`config.mk`:
```
export PLATFORM = sky130hd
export DESIGN_NAME = cmd_engine
export DESIGN_NICKNAME = d
export VERILOG_FILES = /design/src/logic/cmd_pkg.sv /design/src/logic/byte_fifo.sv /design/src/logic/frame_reader.sv /design/src/logic/cmd_decode.sv /design/src/logic/alu_execute.sv /design/src/logic/result_issue.sv /design/src/logic/cmd_engine.sv
export VERILOG_INCLUDE_DIRS = /design/src /design/src/logic
export SDC_FILE = /design/constraint.sdc
export NUM_CORES = 1
export LEC_CHECK = 0
export BUFFER_PORTS_ARGS = -buffer_cell sky130_fd_sc_hd__buf_2
export CAP_MARGIN = 20
export CORE_MARGIN = 5
export CORE_UTILIZATION = 60
export DETAILED_ROUTE_END_ITERATION = 10
export GPL_TIMING_DRIVEN = 0
export PLACE_DENSITY_LB_ADDON = 0.1
export SYNTH_ARGS = -nofsm -noshare
export SYNTH_HDL_FRONTEND = slang
export SYNTH_SLANG_ARGS = --single-unit
```
`constraint.sdc`:
```
create_clock -name clk -period 5 [get_ports clk]
set_input_delay 1 -clock clk [delete_from_list [all_inputs] [get_ports clk]]
set_output_delay 1 -clock clk [all_outputs]
set_load 0.02 [all_outputs]
```
`src/logic/cmd_defs.svh`:
```
`ifndef CMD_DEFS_SVH
`define CMD_DEFS_SVH

// Bytes per command frame
`define CMD_FRAME_BYTES 4

// Byte buffer entries, also the sender's starting credit count
`define CMD_FIFO_DEPTH 8

// Downstream credits available after reset
`define CMD_RES_CREDITS 2

// Opcodes
`define CMD_OP_ADD 8'h01
`define CMD_OP_SUB 8'h02
`define CMD_OP_MUL 8'h03
`define CMD_OP_XOR 8'h04

`endif

```
`src/logic/cmd_pkg.sv`:
```
`default_nettype none

package cmd_pkg;

    typedef logic [7:0] byte_t;

    // Byte 0 sits in the top eight bits
    typedef logic [31:0] frame_t;

    typedef logic [7:0] tag_t;
    typedef logic [7:0] operand_t;
    typedef logic [15:0] value_t;

    // Buffer fill, wide enough to hold a full buffer
    typedef logic [3:0] fill_t;

    typedef logic [1:0] credit_t;

    typedef enum logic [1:0] {
        IDLE,
        READ,
        LAST,
        HOLD
    } reader_state_t;

endpackage

`default_nettype wire

```
`src/logic/byte_fifo.sv`:
```
`default_nettype none
`include "cmd_defs.svh"

module byte_fifo import cmd_pkg::*; (
    input  wire logic  clk,
    input  wire logic  rst,
    input  wire logic  in_valid,
    input  wire byte_t in_data,
    input  wire logic  rd_en,
    output byte_t      rd_data,
    output fill_t      fill,
    output logic       in_credit
);

    localparam int PTR_W = $clog2(`CMD_FIFO_DEPTH);

    byte_t mem [`CMD_FIFO_DEPTH];
    logic [PTR_W-1:0] wr_ptr;
    logic [PTR_W-1:0] rd_ptr;

    function automatic logic [PTR_W-1:0] next_ptr(input logic [PTR_W-1:0] ptr);
        if (ptr == PTR_W'(`CMD_FIFO_DEPTH - 1)) begin
            return '0;
        end
        return ptr + 1'b1;
    endfunction

    always_ff @(posedge clk) begin
        if (in_valid) begin
            mem[wr_ptr] <= in_data;
        end
        if (rd_en) begin
            rd_data <= mem[rd_ptr];
        end
    end

    always_ff @(posedge clk or posedge rst) begin
        if (rst) begin
            wr_ptr    <= '0;
            rd_ptr    <= '0;
            fill      <= '0;
            in_credit <= 1'b0;
        end else begin
            if (in_valid) begin
                wr_ptr <= next_ptr(wr_ptr);
            end
            if (rd_en) begin
                rd_ptr <= next_ptr(rd_ptr);
            end
            case ({in_valid, rd_en})
                2'b10:   fill <= fill + fill_t'(1);
                2'b01:   fill <= fill - fill_t'(1);
                default: fill <= fill;
            endcase
            // One credit back to the sender per popped byte
            in_credit <= rd_en;
        end
    end

endmodule

`default_nettype wire

```
`src/logic/frame_reader.sv`:
```
`default_nettype none
`include "cmd_defs.svh"

module frame_reader import cmd_pkg::*; (
    input  wire logic  clk,
    input  wire logic  rst,
    input  wire fill_t fill,
    output logic       rd_en,
    input  wire byte_t rd_data,
    output logic       frame_valid,
    output frame_t     frame,
    input  wire logic  frame_ready
);

    reader_state_t state;
    reader_state_t state_next;

    logic [1:0] rd_cnt;
    logic [1:0] cap_cnt;
    logic       rd_q;

    assign rd_en = (state == READ) || (state == LAST);

    always_comb begin
        state_next = state;
        case (state)
            IDLE: begin
                if (fill >= fill_t'(`CMD_FRAME_BYTES)) begin
                    state_next = READ;
                end
            end
            READ: begin
                if (rd_cnt == 2'(`CMD_FRAME_BYTES - 2)) begin
                    state_next = LAST;
                end
            end
            LAST: state_next = HOLD;
            HOLD: begin
                if (frame_valid && frame_ready) begin
                    state_next = IDLE;
                end
            end
            default: state_next = IDLE;
        endcase
    end

    always_ff @(posedge clk or posedge rst) begin
        if (rst) begin
            state       <= IDLE;
            rd_cnt      <= '0;
            cap_cnt     <= '0;
            rd_q        <= 1'b0;
            frame_valid <= 1'b0;
        end else begin
            state <= state_next;
            rd_q  <= rd_en;
            if (state == READ) begin
                rd_cnt <= rd_cnt + 1'b1;
            end else begin
                rd_cnt <= '0;
            end
            // Read data lands one cycle after its rd_en
            if (rd_q) begin
                cap_cnt <= cap_cnt + 1'b1;
                if (cap_cnt == 2'(`CMD_FRAME_BYTES - 1)) begin
                    frame_valid <= 1'b1;
                end
            end
            if (frame_valid && frame_ready) begin
                frame_valid <= 1'b0;
            end
        end
    end

    always_ff @(posedge clk) begin
        if (rd_q) begin
            frame[(`CMD_FRAME_BYTES - 1 - cap_cnt) * 8 +: 8] <= rd_data;
        end
    end

endmodule

`default_nettype wire

```
`src/logic/cmd_decode.sv`:
```
`default_nettype none
`include "cmd_defs.svh"

module cmd_decode import cmd_pkg::*; (
    input  wire logic   clk,
    input  wire logic   rst,
    input  wire logic   frame_valid,
    input  wire frame_t frame,
    output logic        frame_ready,
    output logic        op_valid,
    output byte_t       opcode,
    output tag_t        tag,
    output operand_t    opa,
    output operand_t    opb,
    output logic        bad_op,
    input  wire logic   op_ready
);

    function automatic logic known_op(input byte_t op);
        case (op)
            `CMD_OP_ADD, `CMD_OP_SUB, `CMD_OP_MUL, `CMD_OP_XOR: return 1'b1;
            default: return 1'b0;
        endcase
    endfunction

    // Empty, or the held command leaves this cycle
    assign frame_ready = !op_valid || op_ready;

    always_ff @(posedge clk or posedge rst) begin
        if (rst) begin
            op_valid <= 1'b0;
        end else if (frame_ready) begin
            op_valid <= frame_valid;
        end
    end

    always_ff @(posedge clk) begin
        if (frame_valid && frame_ready) begin
            opcode <= frame[31:24];
            tag    <= frame[23:16];
            opa    <= frame[15:8];
            opb    <= frame[7:0];
            bad_op <= !known_op(frame[31:24]);
        end
    end

endmodule

`default_nettype wire

```
`src/logic/alu_execute.sv`:
```
`default_nettype none
`include "cmd_defs.svh"

module alu_execute import cmd_pkg::*; (
    input  wire logic     clk,
    input  wire logic     rst,
    input  wire logic     op_valid,
    input  wire byte_t    opcode,
    input  wire tag_t     tag,
    input  wire operand_t opa,
    input  wire operand_t opb,
    input  wire logic     bad_op,
    output logic          op_ready,
    output logic          exe_valid,
    output tag_t          exe_tag,
    output value_t        exe_value,
    output logic          exe_err,
    input  wire logic     exe_ready
);

    value_t a_ext;
    value_t b_ext;
    value_t value;

    assign a_ext = value_t'(opa);
    assign b_ext = value_t'(opb);

    always_comb begin
        case (opcode)
            `CMD_OP_ADD: value = a_ext + b_ext;
            // Wraps modulo 2^16 when a is below b
            `CMD_OP_SUB: value = a_ext - b_ext;
            `CMD_OP_MUL: value = a_ext * b_ext;
            `CMD_OP_XOR: value = a_ext ^ b_ext;
            default:     value = '0;
        endcase
    end

    assign op_ready = !exe_valid || exe_ready;

    always_ff @(posedge clk or posedge rst) begin
        if (rst) begin
            exe_valid <= 1'b0;
        end else if (op_ready) begin
            exe_valid <= op_valid;
        end
    end

    always_ff @(posedge clk) begin
        if (op_valid && op_ready) begin
            exe_tag   <= tag;
            exe_value <= value;
            exe_err   <= bad_op;
        end
    end

endmodule

`default_nettype wire

```
`src/logic/result_issue.sv`:
```
`default_nettype none
`include "cmd_defs.svh"

module result_issue import cmd_pkg::*; (
    input  wire logic   clk,
    input  wire logic   rst,
    input  wire logic   exe_valid,
    input  wire tag_t   exe_tag,
    input  wire value_t exe_value,
    input  wire logic   exe_err,
    output logic        exe_ready,
    output logic        res_valid,
    output tag_t        res_tag,
    output value_t      res_value,
    output logic        res_err,
    input  wire logic   res_credit
);

    logic    pending;
    credit_t credits;

    // A held result goes out as soon as a credit is available
    assign res_valid = pending && (credits != '0);
    assign exe_ready = !pending || res_valid;

    always_ff @(posedge clk or posedge rst) begin
        if (rst) begin
            pending <= 1'b0;
            credits <= credit_t'(`CMD_RES_CREDITS);
        end else begin
            if (exe_ready) begin
                pending <= exe_valid;
            end
            case ({res_valid, res_credit})
                2'b10:   credits <= credits - 1'b1;
                2'b01:   credits <= credits + 1'b1;
                default: credits <= credits;
            endcase
        end
    end

    always_ff @(posedge clk) begin
        if (exe_valid && exe_ready) begin
            res_tag   <= exe_tag;
            res_value <= exe_value;
            res_err   <= exe_err;
        end
    end

endmodule

`default_nettype wire

```
`src/logic/cmd_engine.sv`:
```
`default_nettype none

module cmd_engine import cmd_pkg::*; (
    input  wire logic  clk,
    input  wire logic  rst,
    input  wire logic  in_valid,
    input  wire byte_t in_data,
    output logic       in_credit,
    output logic       res_valid,
    output tag_t       res_tag,
    output value_t     res_value,
    output logic       res_err,
    input  wire logic  res_credit
);

    byte_t    rd_data;
    fill_t    fill;
    logic     rd_en;

    logic     frame_valid;
    frame_t   frame;
    logic     frame_ready;

    logic     op_valid;
    byte_t    opcode;
    tag_t     tag;
    operand_t opa;
    operand_t opb;
    logic     bad_op;
    logic     op_ready;

    logic     exe_valid;
    tag_t     exe_tag;
    value_t   exe_value;
    logic     exe_err;
    logic     exe_ready;

    byte_fifo fifo0 (
        .clk       (clk),
        .rst       (rst),
        .in_valid  (in_valid),
        .in_data   (in_data),
        .rd_en     (rd_en),
        .rd_data   (rd_data),
        .fill      (fill),
        .in_credit (in_credit)
    );

    frame_reader reader0 (
        .clk         (clk),
        .rst         (rst),
        .fill        (fill),
        .rd_en       (rd_en),
        .rd_data     (rd_data),
        .frame_valid (frame_valid),
        .frame       (frame),
        .frame_ready (frame_ready)
    );

    cmd_decode decode0 (
        .clk         (clk),
        .rst         (rst),
        .frame_valid (frame_valid),
        .frame       (frame),
        .frame_ready (frame_ready),
        .op_valid    (op_valid),
        .opcode      (opcode),
        .tag         (tag),
        .opa         (opa),
        .opb         (opb),
        .bad_op      (bad_op),
        .op_ready    (op_ready)
    );

    alu_execute execute0 (
        .clk       (clk),
        .rst       (rst),
        .op_valid  (op_valid),
        .opcode    (opcode),
        .tag       (tag),
        .opa       (opa),
        .opb       (opb),
        .bad_op    (bad_op),
        .op_ready  (op_ready),
        .exe_valid (exe_valid),
        .exe_tag   (exe_tag),
        .exe_value (exe_value),
        .exe_err   (exe_err),
        .exe_ready (exe_ready)
    );

    result_issue issue0 (
        .clk        (clk),
        .rst        (rst),
        .exe_valid  (exe_valid),
        .exe_tag    (exe_tag),
        .exe_value  (exe_value),
        .exe_err    (exe_err),
        .exe_ready  (exe_ready),
        .res_valid  (res_valid),
        .res_tag    (res_tag),
        .res_value  (res_value),
        .res_err    (res_err),
        .res_credit (res_credit)
    );

endmodule

`default_nettype wire

```
After elaboration in Yosys (flattened, before gate mapping). Memories as Yosys holds them, arrays and structs flattened. A register that Yosys moved wholly into a read port is not among the register bits. Index checks and enable logic that the tools add are counted.

Divide/modulo/power cells: 0. Shift operators: 2. Eq/ne operators: 22. Order comparisons: 1. Bitwise gates (word level): 1. Reductions and logical operators: 21. Mux-type cells: 24. Add/sub/neg operators: 12. Multipliers: 1.

Operator list (count): 16-bit one-hot mux with 4 select lines (1); 32-bit negation with 34-bit output (1); 8-bit by 34-bit variable shift with 32-bit output, first input constant (1); 8-bit by 34-bit variable part select with 32-bit output (1); 32-bit bitwise mux (1); 8-bit by 2-bit == test with 1-bit output, second input constant (4); 8-bit by 1-bit == test with 1-bit output, second input constant (2); 8-bit by 3-bit == test with 1-bit output, second input constant (2); 8-bit by 8-bit multiplier with 16-bit output (1); 2-bit == test, second input constant (6); 3-bit 2-to-1 mux (4); 1-bit 2-to-1 mux (11); 2-bit nonzero test (5); 8-bit by 8-bit adder with 9-bit output (1); 8-bit by 8-bit subtractor with 9-bit output (1); 2-bit 2-to-1 mux (4); 2-bit one-hot mux with 4 select lines (1); 4-bit one-hot mux with 2 select lines (1); 8-bit bitwise XOR (1); 2-bit by 1-bit adder with 2-bit output, second input constant (3); 3-bit by 1-bit adder with 3-bit output, second input constant (2); 2-bit by 1-bit == test with 1-bit output, second input constant (3); 3-bit == test, second input constant (2); 4-bit by 1-bit adder with 4-bit output, second input constant (1); 14 further kinds (24).

Memory bits (read-only): 0. Bits in writable memories: 64. Bits in latches: 0. Register bits: 138. Word-level logic and storage cells: 109. Memories: 1.

Memory list: fifo0.mem (words 8, width 8, read ports 1, clocked after Yosys merged registers in 1, write ports 1, line byte_fifo.sv:17) `` byte_t mem [`CMD_FIFO_DEPTH]; ``.

Longest topological paths before layout. Gate-level depths: netlist of run 1.

Depth after elaboration: 8. Gate-level depth with buffers: 17.

Modules after synthesis. Synthesis of run 1 repeated with hierarchy kept, for this count alone.

Cells, all modules: 767. Area total of the unflattened synthesis: 10824.1 sq um.

Modules (own cells, without submodules): alu_execute (cells an instance 408, area an instance 3791.1 sq um, sequential area each 775.7 sq um, times used 1); byte_fifo (cells an instance 162, area an instance 3369.5 sq um, sequential area each 2437.3 sq um, times used 1); frame_reader (cells an instance 114, area an instance 1696.6 sq um, sequential area each 1161.1 sq um, times used 1); cmd_decode (cells an instance 43, area an instance 1064.8 sq um, sequential area each 1016.0 sq um, times used 1); result_issue (cells an instance 40, area an instance 902.1 sq um, sequential area each 827.0 sq um, times used 1).

Least setup slack after synthesis of run 1. OpenSTA, ideal clock, no wires.

Path kind: reg-to-reg. Start: reg decode0.opb[4]. End: reg execute0.exe_value[15], data pin. Setup slack: 0.549 ns. Required time: 4.727 ns. Period minus slack after synthesis: 4.451 ns. Arrival time: 4.177 ns. Buffers on the path: 0. Library setup time: 0.273 ns. Cell stages (with the launch flop): 16. Cells stage by stage: edfxtp_1 > ha_1 > fa_1 > inv_1 > fa_1 > fa_1 > fa_1 > inv_1 > ha_1 > o211ai_1 > nand2_4 > a31o_1 > a21oi_2 > a21oi_2 > xnor2_1 > o21ai_1.

Word-level cells in the longest chain between the ends: 2.

Ends and longest elaborated chain: start, declared (line cmd_decode.sv:14) `output operand_t opb,`; start signal, assigned (line cmd_decode.sv:42) `opb <= frame[7:0];`; 8-bit by 8-bit multiplier with 16-bit output or 8-bit by 8-bit subtractor with 9-bit output (tied branches) (line alu_execute.sv:33, alu_execute.sv:32); 16-bit one-hot mux with 4 select lines * (line alu_execute.sv:29) `case (opcode)`; end signal, assigned (line alu_execute.sv:52) `exe_value <= value;`; end, declared (line alu_execute.sv:16) `output value_t exe_value,`.

Every way passes the cells marked *; elsewhere a longest branch is shown, timed or not. A chain may end at the register's enable or synchronous reset.

Worst setup path after layout of run 1.
Start: reg decode0.opb[2]. End: reg execute0.exe_value[14], data pin.

The elaborated chain is that of the path after synthesis.

==> results of run 1 <==
sequential cells by signal (all words and copies together), names as in the netlist, 2 cells and up:
| register | flops |
|---|---|
| reader0.rd_cnt | 2 |
| decode0.opcode | 8 |
| fifo0.rd_data | 8 |
| execute0.exe_value | 16 |
| decode0.opa | 8 |
| execute0.exe_tag | 8 |
| fifo0.rd_ptr | 3 |
| decode0.tag | 8 |
| reader0.cap_cnt | 2 |
| fifo0.fill | 4 |
| fifo0.wr_ptr | 3 |
| issue0.credits | 2 |
| reader0.frame | 32 |
| issue0.res_tag | 8 |
| reader0.state | 2 |
| fifo0.mem | 64 |
| decode0.opb | 8 |
| issue0.res_value | 16 |
cell families (layout without fill, tap and decap cells):
family                     count (synthesis)  count (layout)  synth area share, %
DFF                                      210             210                58.88
and+or+nand+nor                          192             192                9.613
adders and majority gates                109             109                15.75
AOI/OAI and AO/OA                         92              92                5.759
buffers and inverters                     92             191                3.343
muxes                                     30              30                4.902
xor gates and xnor gates                  21              21                1.749
stage by stage:
step / cell area [sq um] / setup WS (ps) / util [%] / hold WS [ps] / setup TNS, ps
after floorplan: 10520 / 549.1 / - / 400.3 / 0
after global placement: 10990 / 211.4 / 63.75 / 400.5 / 0
after detailed placement: 11060 / 153.3 / 64.16 / 404.5 / 0
after CTS: 11750 / 144.6 / 68.18 / 418.6 / 0
after global routing: 11880 / -6.806 / 68.90 / 417.6 / -6.806
final: 11880 / 158.2 / 68.90 / 416.8 / 0
routing by layer:
metal	track usage [%]	wire, um
met4	4.402	316
met5	0	0
met2	35.53	10020
met1	23.89	7528
met3	3.192	791
final cells by class:
type | instances | area (sq um) | area share, %
Sequential cell | 210 | 6192 | 52.14
Inverter | 83 | 311.5 | 2.623
Clock inverter | 10 | 71.32 | 0.6005
Buffer | 9 | 40.04 | 0.3371
Tap cell | 225 | 281.5 | 2.370
Clock buffer | 30 | 621.8 | 5.236
Multi-Input combinational cell | 444 | 3980 | 33.51
Timing Repair Buffer | 59 | 377.9 | 3.182
worst reg2reg max path, stage by stage, from the launching register on:
cell	delay, ps
sky130_fd_sc_hd__edfxtp_1	560
sky130_fd_sc_hd__ha_1	370
sky130_fd_sc_hd__fa_1	490
sky130_fd_sc_hd__fa_1	490
sky130_fd_sc_hd__ha_1	280
sky130_fd_sc_hd__inv_1	50
sky130_fd_sc_hd__fa_1	530
sky130_fd_sc_hd__inv_1	40
sky130_fd_sc_hd__ha_1	270
sky130_fd_sc_hd__a211oi_1	360
sky130_fd_sc_hd__o21ai_1	160
sky130_fd_sc_hd__a31oi_1	370
sky130_fd_sc_hd__o21ai_1	160
sky130_fd_sc_hd__a21oi_1	200
sky130_fd_sc_hd__xor2_1	160
sky130_fd_sc_hd__o21ai_1	70
how the worst min path moves through the flow:
stage                                   from                            end  slack [ps]  cells past startpoint
4_1_cts        execute0.exe_tag[1]$_DFFE_PP_    issue0.res_tag[1]$_DFFE_PP_         420                      0
2_1_floorplan     reader0.frame[8]$_DFFE_PP_       decode0.opa[0]$_DFFE_PP_         400                      0
3_5_place_dp   execute0.exe_tag[0]$_DFFE_PP_    issue0.res_tag[0]$_DFFE_PP_         400                      0
5_1_grt           reader0.frame[3]$_DFFE_PP_       decode0.opb[3]$_DFFE_PP_         420                      0
3_3_place_gp   execute0.exe_tag[2]$_DFFE_PP_    issue0.res_tag[2]$_DFFE_PP_         400                      0
6_report            decode0.tag[7]$_DFFE_PP_  execute0.exe_tag[7]$_DFFE_PP_         420                      0
placed cells by master (no fill, tap or decap), drive strengths merged, types with 8 or more instances in the layout:
cell,count
edfxtp,187
inv,86
ha,70
and2,64
buf,64
nand2,49
fa,39
nor2,34
clkbuf,34
o21ai,30
a21oi,23
dfrtp,22
mux4,16
nand2b,12
mux2,12
xor2,11
xnor2,10
nor3,8
repair_timing:
action,in CTS,in global routing
setup buffers,0,16
endpoints found under the setup margin,0,3
resized for setup,0,1
==> qor.log, run 1 <==
[run_status] run status complete, no violations
[setup_path] required time of the worst setup path 5230 ps
[global_routing] global-route usage over all layers 19.25%
[synthesis] most repeated cell in the gate-level netlist after synthesis sky130_fd_sc_hd__edfxtp_1
[setup_path] startpoint of the most critical register-to-register path decode0.opb[2]$_DFFE_PP_
[clock_network] clock tree from TritonCTS built
[setup_path] cell class contributing the biggest share of worst-path delay adder cells
[clock_network] H-tree depth 1
[global_routing] wire length of the first global-routing pass 30950 um
[global_routing] number of antenna violations at the first check in global routing 0
[setup_path] worst setup path end execute0.exe_value[14]$_SDFFCE_PN0P_
[synthesis] synth unique cells 55
[synthesis] async set-or-reset flop fraction in the synthesized netlist 10.95%
[setup_path] count of cell instances traversed by the critical path 15
[placed_design] placed cells 1014
[timing] shortest period the worst path allows 4842 ps
[synthesis] cell type contributing the most total cell area after synthesis sky130_fd_sc_hd__edfxtp_1
[setup_path] stage delay of the slowest cell on the critical path 560 ps
[job] max-capacitance violation count 0
[detailed_routing] DR vias/cell 5.484
[timing] clock tree skew after final layout 19.74 ps
[timing] Final Cycle Share 96.84%
[timing] Rel. slew slack 40.20%
[setup_path] ordered list of cells on the worst path ha_1 -> fa_1 -> fa_1 -> ha_1 -> inv_1 -> fa_1 -> inv_1 -> ha_1 -> a211oi_1 -> o21ai_1 -> a31oi_1 -> o21ai_1 -> a21oi_1 -> xor2_1 -> o21ai_1
[setup_path] largest fanout on the critical path 8
[setup_path] type of origin of the critical path flop
[synthesis] ranking of synthesized cells by instance count sky130_fd_sc_hd__edfxtp_1, sky130_fd_sc_hd__inv_1, sky130_fd_sc_hd__ha_1
[synthesis] number of cells produced by synthesis 746
[timing] measured slew at the worst slew-check pin 895.9 ps
[setup_path] Worst Setup Path Type flop to flop
[synthesis] main area contributors after synthesis sky130_fd_sc_hd__edfxtp_1, sky130_fd_sc_hd__ha_1, sky130_fd_sc_hd__fa_1
[timing] highest attainable clock frequency 0.2065 GHz
[die] die area 0.02027 sq mm
[detailed_routing] sum of routed wire length over all layers 18660 um
[synthesis] warnings from Yosys 0
[detailed_routing] average routed wire per standard cell 17.44 um
[layout] Syn-to-layout area delta 12.93%
[global_routing] grt ovf 0
[layout] count of fill cells added during filler insertion 1195
[clock_network] clock root buffer sky130_fd_sc_hd__clkbuf_16
[synthesis] ys flop type sky130_fd_sc_hd__edfxtp_1
[clock_network] Num Clock Sinks 210
[timing] final setup violation count 0
[timing] fin. max-slew vios 0
[setup_path] CP max-delay cell sky130_fd_sc_hd__edfxtp_1
[setup_path] CP startpoint decode0.opb[2]$_DFFE_PP_
[clock_network] largest buffer count on any clock path 3
[detailed_routing] length of the first detailed-routing pass in iterations 4
[detailed_routing] vias after detailed routing 5868
[die] initial core utilization 61.01%
[detailed_routing] # DRC 0
[synthesis] count of flip-flops with a built-in enable after synthesis 187
[placed_design] Port Buffers 38
[die] Die Width 142.4 um
[setup_path] critical path capture point type flop
[die] core region area 0.01724 sq mm
[setup_path] data arrival time of the critical path 5070 ps
[layout] count of nets after finishing 951
[synthesis] flip-flop and latch count after synthesis 210
[synthesis] sequential cell area fraction in the yosys report 58.88%
[clock_network] # hold bufs at CTS 0
[clock_network] Num CTS Buffers 23
[clock_network] clock transition at the register clock pins on the worst setup and hold paths after CTS 60 ps
[die] num ports 39
[global_routing] maximum number of pins on one net before global-route repair 27
[layout] post-layout instance count excluding filler cells 1070
[clock_network] clock latency on the worst-skew pair 520 ps
[die] die height 142.4 um
[timing] final hold violations 0
[layout] diode insertion count for antenna repair 0
[setup_path] worst reg-to-reg path cell count 15
[detailed_routing] DRT iter0 DRCs 296
[layout] ratio of cells with drive above 1 in the final layout 16.09%
[hold_path] type of the worst min-delay path flop to flop
[synthesis] Avg Cell Area, Syn 14.10 sq um
[global_routing] number of global-route vias before repair 6164
[synthesis] area share of the leading cell type in the synthesized netlist 53.40%
[synthesis] Cell Area, Synth 0.01052 sq mm
[setup_path] r2r endpoint execute0.exe_value[14]$_SDFFCE_PN0P_
[setup_path] Bufs and invs on worst path 2
[die] number of rows in the core area 48
[placed_design] post-detailed-placement half-perimeter wirelength 13520 um
[setup_path] register-to-register setup slack 160 ps
[placed_design] Final Wtd Congestion 0.8853
[synthesis] Syn Nets 867
[detailed_routing] post-route ant nets 0
Power of run 1 is left out: the tool's default activity adds up to more than one toggle a clock period on the data nets, which glitch-free logic cannot reach.
==> run 2, diff against run 1 <==
Settings changed: SKIP_LAST_GASP from default to 1.
Clock period 5 ns to 5.8 ns, I/O delays scaled along.
==> run 2 against run 1 <==
Net effect:
- cell count is 1.5% lower
- register-to-register slack better by 810 ps
- via count is 1.3% lower
- clock skew is 0.67 ps higher
- die area stayed put
- non-clock buffer count is 16 lower
- design area is 1.1% lower
- core utilization is 0.73 points lower
- first-iteration DRC count is 7.1% lower
- critical endpoint is now execute0.exe_value[15]$_SDFFCE_PN0P_
==> qor.log, run 2 (synthesis gave the netlist of run 1 again) <==
[clock_network] clock tree from TritonCTS built
[hold_path] type of the worst min-delay path flop to flop
[setup_path] CP max-delay cell sky130_fd_sc_hd__edfxtp_1
[timing] final hold violations 0
[placed_design] Final Wtd Congestion 0.8853
[die] num ports 39
[layout] register with the most flip-flops fifo0.mem
[layout] Syn-to-layout area delta 11.74%
[clock_network] clock transition at the register clock pins on the worst setup and hold paths after CTS 60 ps
[setup_path] library cell appearing most often on the critical path sky130_fd_sc_hd__fa_1
[detailed_routing] sum of routed wire length over all layers 18480 um
[detailed_routing] average routed wire per standard cell 17.54 um
[timing] clock tree skew after final layout 20.41 ps
[timing] Final Cycle Share 83.28%
[setup_path] register-to-register setup slack 970 ps
[detailed_routing] # DRC 0
[setup_path] startpoint of the most critical register-to-register path decode0.opb[4]$_DFFE_PP_
[clock_network] largest buffer count on any clock path 3
[setup_path] cell class contributing the biggest share of worst-path delay adder cells
[hold_path] number of cells traversed by the worst hold path 0
[clock_network] Num Clock Sinks 210
[die] core region area 0.01724 sq mm
[placed_design] Port Buffers 38
[global_routing] wire length of the first global-routing pass 30950 um
[detailed_routing] DR vias/cell 5.496
[layout] top library cells by usage in the layout, fill and taps aside sky130_fd_sc_hd__edfxtp_1, sky130_fd_sc_hd__inv_1, sky130_fd_sc_hd__ha_1
[setup_path] required time of the worst setup path 6030 ps
[hold_path] Worst Hold End execute0.exe_tag[7]$_DFFE_PP_
[die] number of rows in the core area 48
[global_routing] number of antenna violations at the first check in global routing 0
[timing] shortest period the worst path allows 4830 ps
[timing] worst slack on hold paths 416.5 ps
[timing] RSZ-0062 raised after global routing no
[timing] final setup violation count 0
[clock_network] # Post-CTS Setup Buffers 0
[timing] fin. max-slew vios 0
[timing] measured slew at the worst slew-check pin 901.1 ps
[setup_path] r2r endpoint execute0.exe_value[15]$_SDFFCE_PN0P_
[layout] flip-flop count of the largest register, all copies and words added 64
[hold_path] startpoint of the most critical hold path decode0.tag[7]$_DFFE_PP_
[setup_path] Bufs and invs on worst path 2
[setup_path] critical path capture point type flop
[clock_network] # hold bufs at CTS 0
[die] die height 142.4 um
[clock_network] H-tree depth 1
[setup_path] data arrival time of the critical path 5060 ps
[detailed_routing] vias after detailed routing 5793
[timing] highest attainable clock frequency 0.2070 GHz
[clock_network] clock root buffer sky130_fd_sc_hd__clkbuf_16
[job] max-capacitance violation count 0
[layout] ratio of cells with drive above 1 in the final layout 14.35%
[run_status] run status complete, no violations
[setup_path] Worst Setup Path Type flop to flop
[global_routing] maximum number of pins on one net before global-route repair 27
[layout] count of fill cells added during filler insertion 1219
[layout] count of nets after finishing 935
[detailed_routing] DRT iter0 DRCs 275
[timing] total negative slack for setup checks 0 ps
[global_routing] global-route usage over all layers 19.25%
[detailed_routing] post-route ant nets 0
[global_routing] grt ovf 0
[setup_path] type of origin of the critical path flop
[clock_network] CTS resizes 0
[setup_path] ordered list of cells on the worst path ha_1 -> fa_1 -> inv_1 -> fa_1 -> fa_1 -> fa_1 -> inv_1 -> ha_1 -> o211ai_1 -> nand2_4 -> a31o_1 -> a21oi_2 -> a21oi_2 -> xnor2_1 -> o21ai_1
[detailed_routing] length of the first detailed-routing pass in iterations 5
[layout] final standard cell utilization of the core 68.18%
[die] die area 0.02027 sq mm
[clock_network] clock latency on the worst-skew pair 520 ps
[setup_path] stage delay of the slowest cell on the critical path 550 ps
[placed_design] post-detailed-placement half-perimeter wirelength 13520 um
[clock_network] Num CTS Buffers 23
[die] Die Width 142.4 um
[die] initial core utilization 61.01%
[global_routing] number of global-route vias before repair 6164
[layout] largest registers fifo0.mem (64), reader0.frame (32)
[layout] commonest non-fill, non-tap cell in the layout sky130_fd_sc_hd__edfxtp_1
[setup_path] worst reg-to-reg path cell count 15
[setup_path] largest fanout on the critical path 8
[timing] Rel. slew slack 39.86%
[layout] diode insertion count for antenna repair 0
-- run 2: cell count changes in the layout (fill, tap and decap cells not counted), sizes merged --
cell  delta
buf     -16
-- run 2: worst max-delay path by stage --
stage          slack [ps]  cells after the start                              endpoint                      from
2_1_floorplan        1350                     15  execute0.exe_value[15]$_SDFFCE_PN0P_  decode0.opb[4]$_DFFE_PP_
3_3_place_gp         1010                     15  execute0.exe_value[15]$_SDFFCE_PN0P_  decode0.opa[4]$_DFFE_PP_
3_5_place_dp          950                     15  execute0.exe_value[15]$_SDFFCE_PN0P_  decode0.opa[4]$_DFFE_PP_
4_1_cts               940                     15  execute0.exe_value[15]$_SDFFCE_PN0P_  decode0.opa[4]$_DFFE_PP_
5_1_grt               670                     14  execute0.exe_value[15]$_SDFFCE_PN0P_  decode0.opa[1]$_DFFE_PP_
6_report              970                     15  execute0.exe_value[15]$_SDFFCE_PN0P_  decode0.opb[4]$_DFFE_PP_
-- run 2: area by class of cell --
type	count	area (sq um)	share of cell area, %
sequential	210	6192	52.69
buffer	9	40.04	0.3407
clock buffer	30	621.8	5.292
multi-input combinational	444	3975	33.83
tap	225	281.5	2.396
inverter	83	311.5	2.651
timing repair buffer	43	257.7	2.193
clock inverter	10	71.32	0.6069
-- run 2: routing by layer --
| layer | vias to the layer above | share of wire (%) | GRT usage [%] |
|---|---|---|---|
| met2 | 114 | 54 | 35.53 |
| met3 | 19 | 4.2 | 3.192 |
| met4 | 0 | 1.2 | 4.402 |
| li1 | 2792 | - | - |
| met1 | 2868 | 40 | 23.89 |
| met5 | - | 0 | 0 |
-- run 2: stage by stage --
step           cell area [sq um]  cells  setup slack (ps)
2_1_floorplan              10520    746              1349
3_3_place_gp               10990   1009              1011
3_5_place_dp               11060   1014             953.3
4_1_cts                    11750   1054             944.6
5_1_grt                    11750   1054             673.8
6_report                   11750   1054             969.9
Power of run 2 is left out for the same reason.
==> run 3, diff against run 2 <==
Settings changed: CORE_UTILIZATION 60 to 56.
Clock period 5.8 ns to 4.27 ns, I/O delays scaled along.
==> run 3 against run 2 <==
Net effect:
- the run now ends with setup timing left
- design area rose by 4.2%
- critical path depth stayed put
- first-iteration DRC count decreased by 1.1%
- wire length grew 5.2%
- worst hold slack worse by 8.9 ps
- non-clock buffer count rose by 38
- fmax rose by 8.5%
- sequential share of layout area fell by 2.1 points
- core utilization fell by 2.3 points
- register-to-register slack worse by 1200 ps
- worst setup slack got worse by 1200 ps
- critical endpoint is now execute0.exe_value[13]$_SDFFCE_PN0P_
==> qor.log, run 3 (synthesis gave the netlist of run 1 again) <==
[timing] Rel. slew slack 38.31%
[hold_path] startpoint of the most critical hold path reader0.frame[12]$_DFFE_PP_
[timing] worst path setup slack after routing -180.3 ps
[setup_path] stage delay of the slowest cell on the critical path 560 ps
[timing] shortest period the worst path allows 4450 ps
[timing] RSZ-0062 raised after global routing yes
[placed_design] Port Buffers 38
[timing] fin. max-slew vios 0
[setup_path] register-to-register setup slack -180 ps
[setup_path] startpoint of the most critical register-to-register path decode0.opa[3]$_DFFE_PP_
[global_routing] number of global-route vias before repair 6461
[layout] top library cells by usage in the layout, fill and taps aside sky130_fd_sc_hd__edfxtp_1, sky130_fd_sc_hd__inv_1, sky130_fd_sc_hd__and2_1
[hold_path] type of the worst min-delay path flop to flop
[setup_path] Bufs and invs on worst path 3
[layout] final standard cell utilization of the core 65.91%
[layout] commonest non-fill, non-tap cell in the layout sky130_fd_sc_hd__edfxtp_1
[setup_path] largest fanout on the critical path 5
[die] Die Width 147.0 um
[timing] clock tree skew after final layout 13.53 ps
[layout] largest registers fifo0.mem (64), reader0.frame (32)
[run_status] failing checks setup timing
[clock_network] H-tree depth 1
[layout] count of nets after finishing 973
[setup_path] CP startpoint decode0.opa[3]$_DFFE_PP_
[global_routing] maximum number of pins on one net before global-route repair 28
[die] die area 0.02162 sq mm
[layout] diode insertion count for antenna repair 0
[layout] flip-flop count of the largest register, all copies and words added 64
[global_routing] wire length of the first global-routing pass 32460 um
[placed_design] post-detailed-placement half-perimeter wirelength 13850 um
[timing] Final Cycle Share 104.2%
[placed_design] Final Wtd Congestion 0.9083
[die] core region area 0.01858 sq mm
[setup_path] data arrival time of the critical path 4670 ps
[clock_network] clock tree from TritonCTS built
[setup_path] ordered list of cells on the worst path buf_6 -> nand2_1 -> fa_1 -> fa_1 -> fa_1 -> inv_1 -> fa_2 -> ha_4 -> a2111oi_4 -> o21ai_2 -> a31o_1 -> a21oi_2 -> buf_4 -> xor2_1 -> o21ai_1
[detailed_routing] # DRC 0
[detailed_routing] sum of routed wire length over all layers 19450 um
[global_routing] number of antenna violations at the first check in global routing 0
[clock_network] largest buffer count on any clock path 3
[run_status] run status finished, violations left
[global_routing] grt ovf 0
[detailed_routing] post-route ant nets 0
[setup_path] critical path capture point type flop
[clock_network] clock latency on the worst-skew pair 500 ps
[setup_path] Worst Setup Path Type flop to flop
[detailed_routing] length of the first detailed-routing pass in iterations 5
[setup_path] library cell appearing most often on the critical path sky130_fd_sc_hd__fa_1
[layout] post-layout instance count excluding filler cells 1102
[clock_network] Num CTS Buffers 23
[die] die height 147.0 um
[timing] final setup violation count 3
[setup_path] required time of the worst setup path 4490 ps
[placed_design] placed cells 1023
[job] max-capacitance violation count 0
[detailed_routing] vias after detailed routing 5946
[global_routing] global-route usage over all layers 18.57%
[detailed_routing] DR vias/cell 5.396
[clock_network] clock root buffer sky130_fd_sc_hd__clkbuf_16
[layout] register with the most flip-flops fifo0.mem
[layout] Syn-to-layout area delta 16.44%
[clock_network] Num Clock Sinks 210
[detailed_routing] DRT iter0 DRCs 272
[die] initial core utilization 56.60%
[clock_network] # hold bufs at CTS 0
[setup_path] cell class contributing the biggest share of worst-path delay adder cells
[layout] ratio of cells with drive above 1 in the final layout 21.31%
[die] number of rows in the core area 50
[timing] worst slack on hold paths 407.7 ps
[detailed_routing] average routed wire per standard cell 17.65 um
[timing] measured slew at the worst slew-check pin 924.3 ps
[clock_network] clock transition at the register clock pins on the worst setup and hold paths after CTS 60 ps
[setup_path] type of origin of the critical path flop
[timing] highest attainable clock frequency 0.2247 GHz
[die] num ports 39
[setup_path] CP max-delay cell sky130_fd_sc_hd__fa_1
[timing] final hold violations 0
==> run 3: cell types whose count changed in the layout (fill, tap and decap cells not counted), moves of 3 or more <==
cell	change
sky130_fd_sc_hd__buf_4	+35
sky130_fd_sc_hd__ha_1	-11
sky130_fd_sc_hd__ha_4	+6
sky130_fd_sc_hd__fa_1	-5
sky130_fd_sc_hd__fa_2	+5
sky130_fd_sc_hd__ha_2	+5
sky130_fd_sc_hd__inv_1	-4
sky130_fd_sc_hd__buf_6	+3
sky130_fd_sc_hd__clkinv_1	+3
sky130_fd_sc_hd__inv_2	+3
sky130_fd_sc_hd__o21ai_2	+3
==> run 3: stage by stage <==
stage                     setup slack (ps)  cell area [sq um]  TNS (ps)
after global routing                -316.9              12250     -1067
after detailed placement            -588.2              11120     -2731
after CTS                           -127.3              12160    -295.7
after floorplan                      7.361              10560         0
after global placement              -500.3              11040     -2238
final                               -180.3              12250    -381.0
==> run 3: final cells by class <==
type / instances / area (sq um)
plain buffers: 9 / 40.04
well taps: 234 / 292.8
inverters: 83 / 314.1
fillers: 1349 / 6335
repair buffers: 81 / 566.8
multi-input cells: 444 / 4134
clock buffers: 27 / 590.6
clock inverters: 14 / 115.1
flip-flops and latches: 210 / 6192
==> run 3: what timing repair did <==
item / 4_1_cts / 5_1_grt
setup buffers: 30 / 8
setup endpoints to repair: 9 / 6
pin swaps: 27 / 12
hold endpoints to repair: 0 / 0
resized for setup: 24 / 10
gates cloned: 0 / 0
==> run 3: path summary, 6_finish.rpt <==
check / endpoint / cells after the start
min: decode0.opa[4]$_DFFE_PP_ / 0
max reg2reg: execute0.exe_value[13]$_SDFFCE_PN0P_ / 15
min in group asynchronous: issue0.pending$_DFFE_PP0P_ / 2
max: execute0.exe_value[13]$_SDFFCE_PN0P_ / 15
max in group asynchronous: fifo0.rd_ptr[0]$_DFFE_PP0N_ / 2
min reg2reg: decode0.opa[4]$_DFFE_PP_ / 0
==> run 3: worst register-to-register path: cells and delay by family, from the launching register on <==
kind,cells,cell delay (ps)
buffers and inverters,3,420
and+or+nand+nor,1,80
AOI/OAI and AO/OA,5,970
DFF,1,460
xor gates and xnor gates,1,160
adders and majority gates,5,2090
==> run 3: per-layer routing <==
layer	GRT usage (%)	up-vias	routed length, um
li1	-	2862	-
met1	22.68	2948	7912
met2	34.71	103	10390
met3	2.961	33	749
met4	4.287	0	392
met5	0	-	0
Power of run 3 is left out for the same reason.
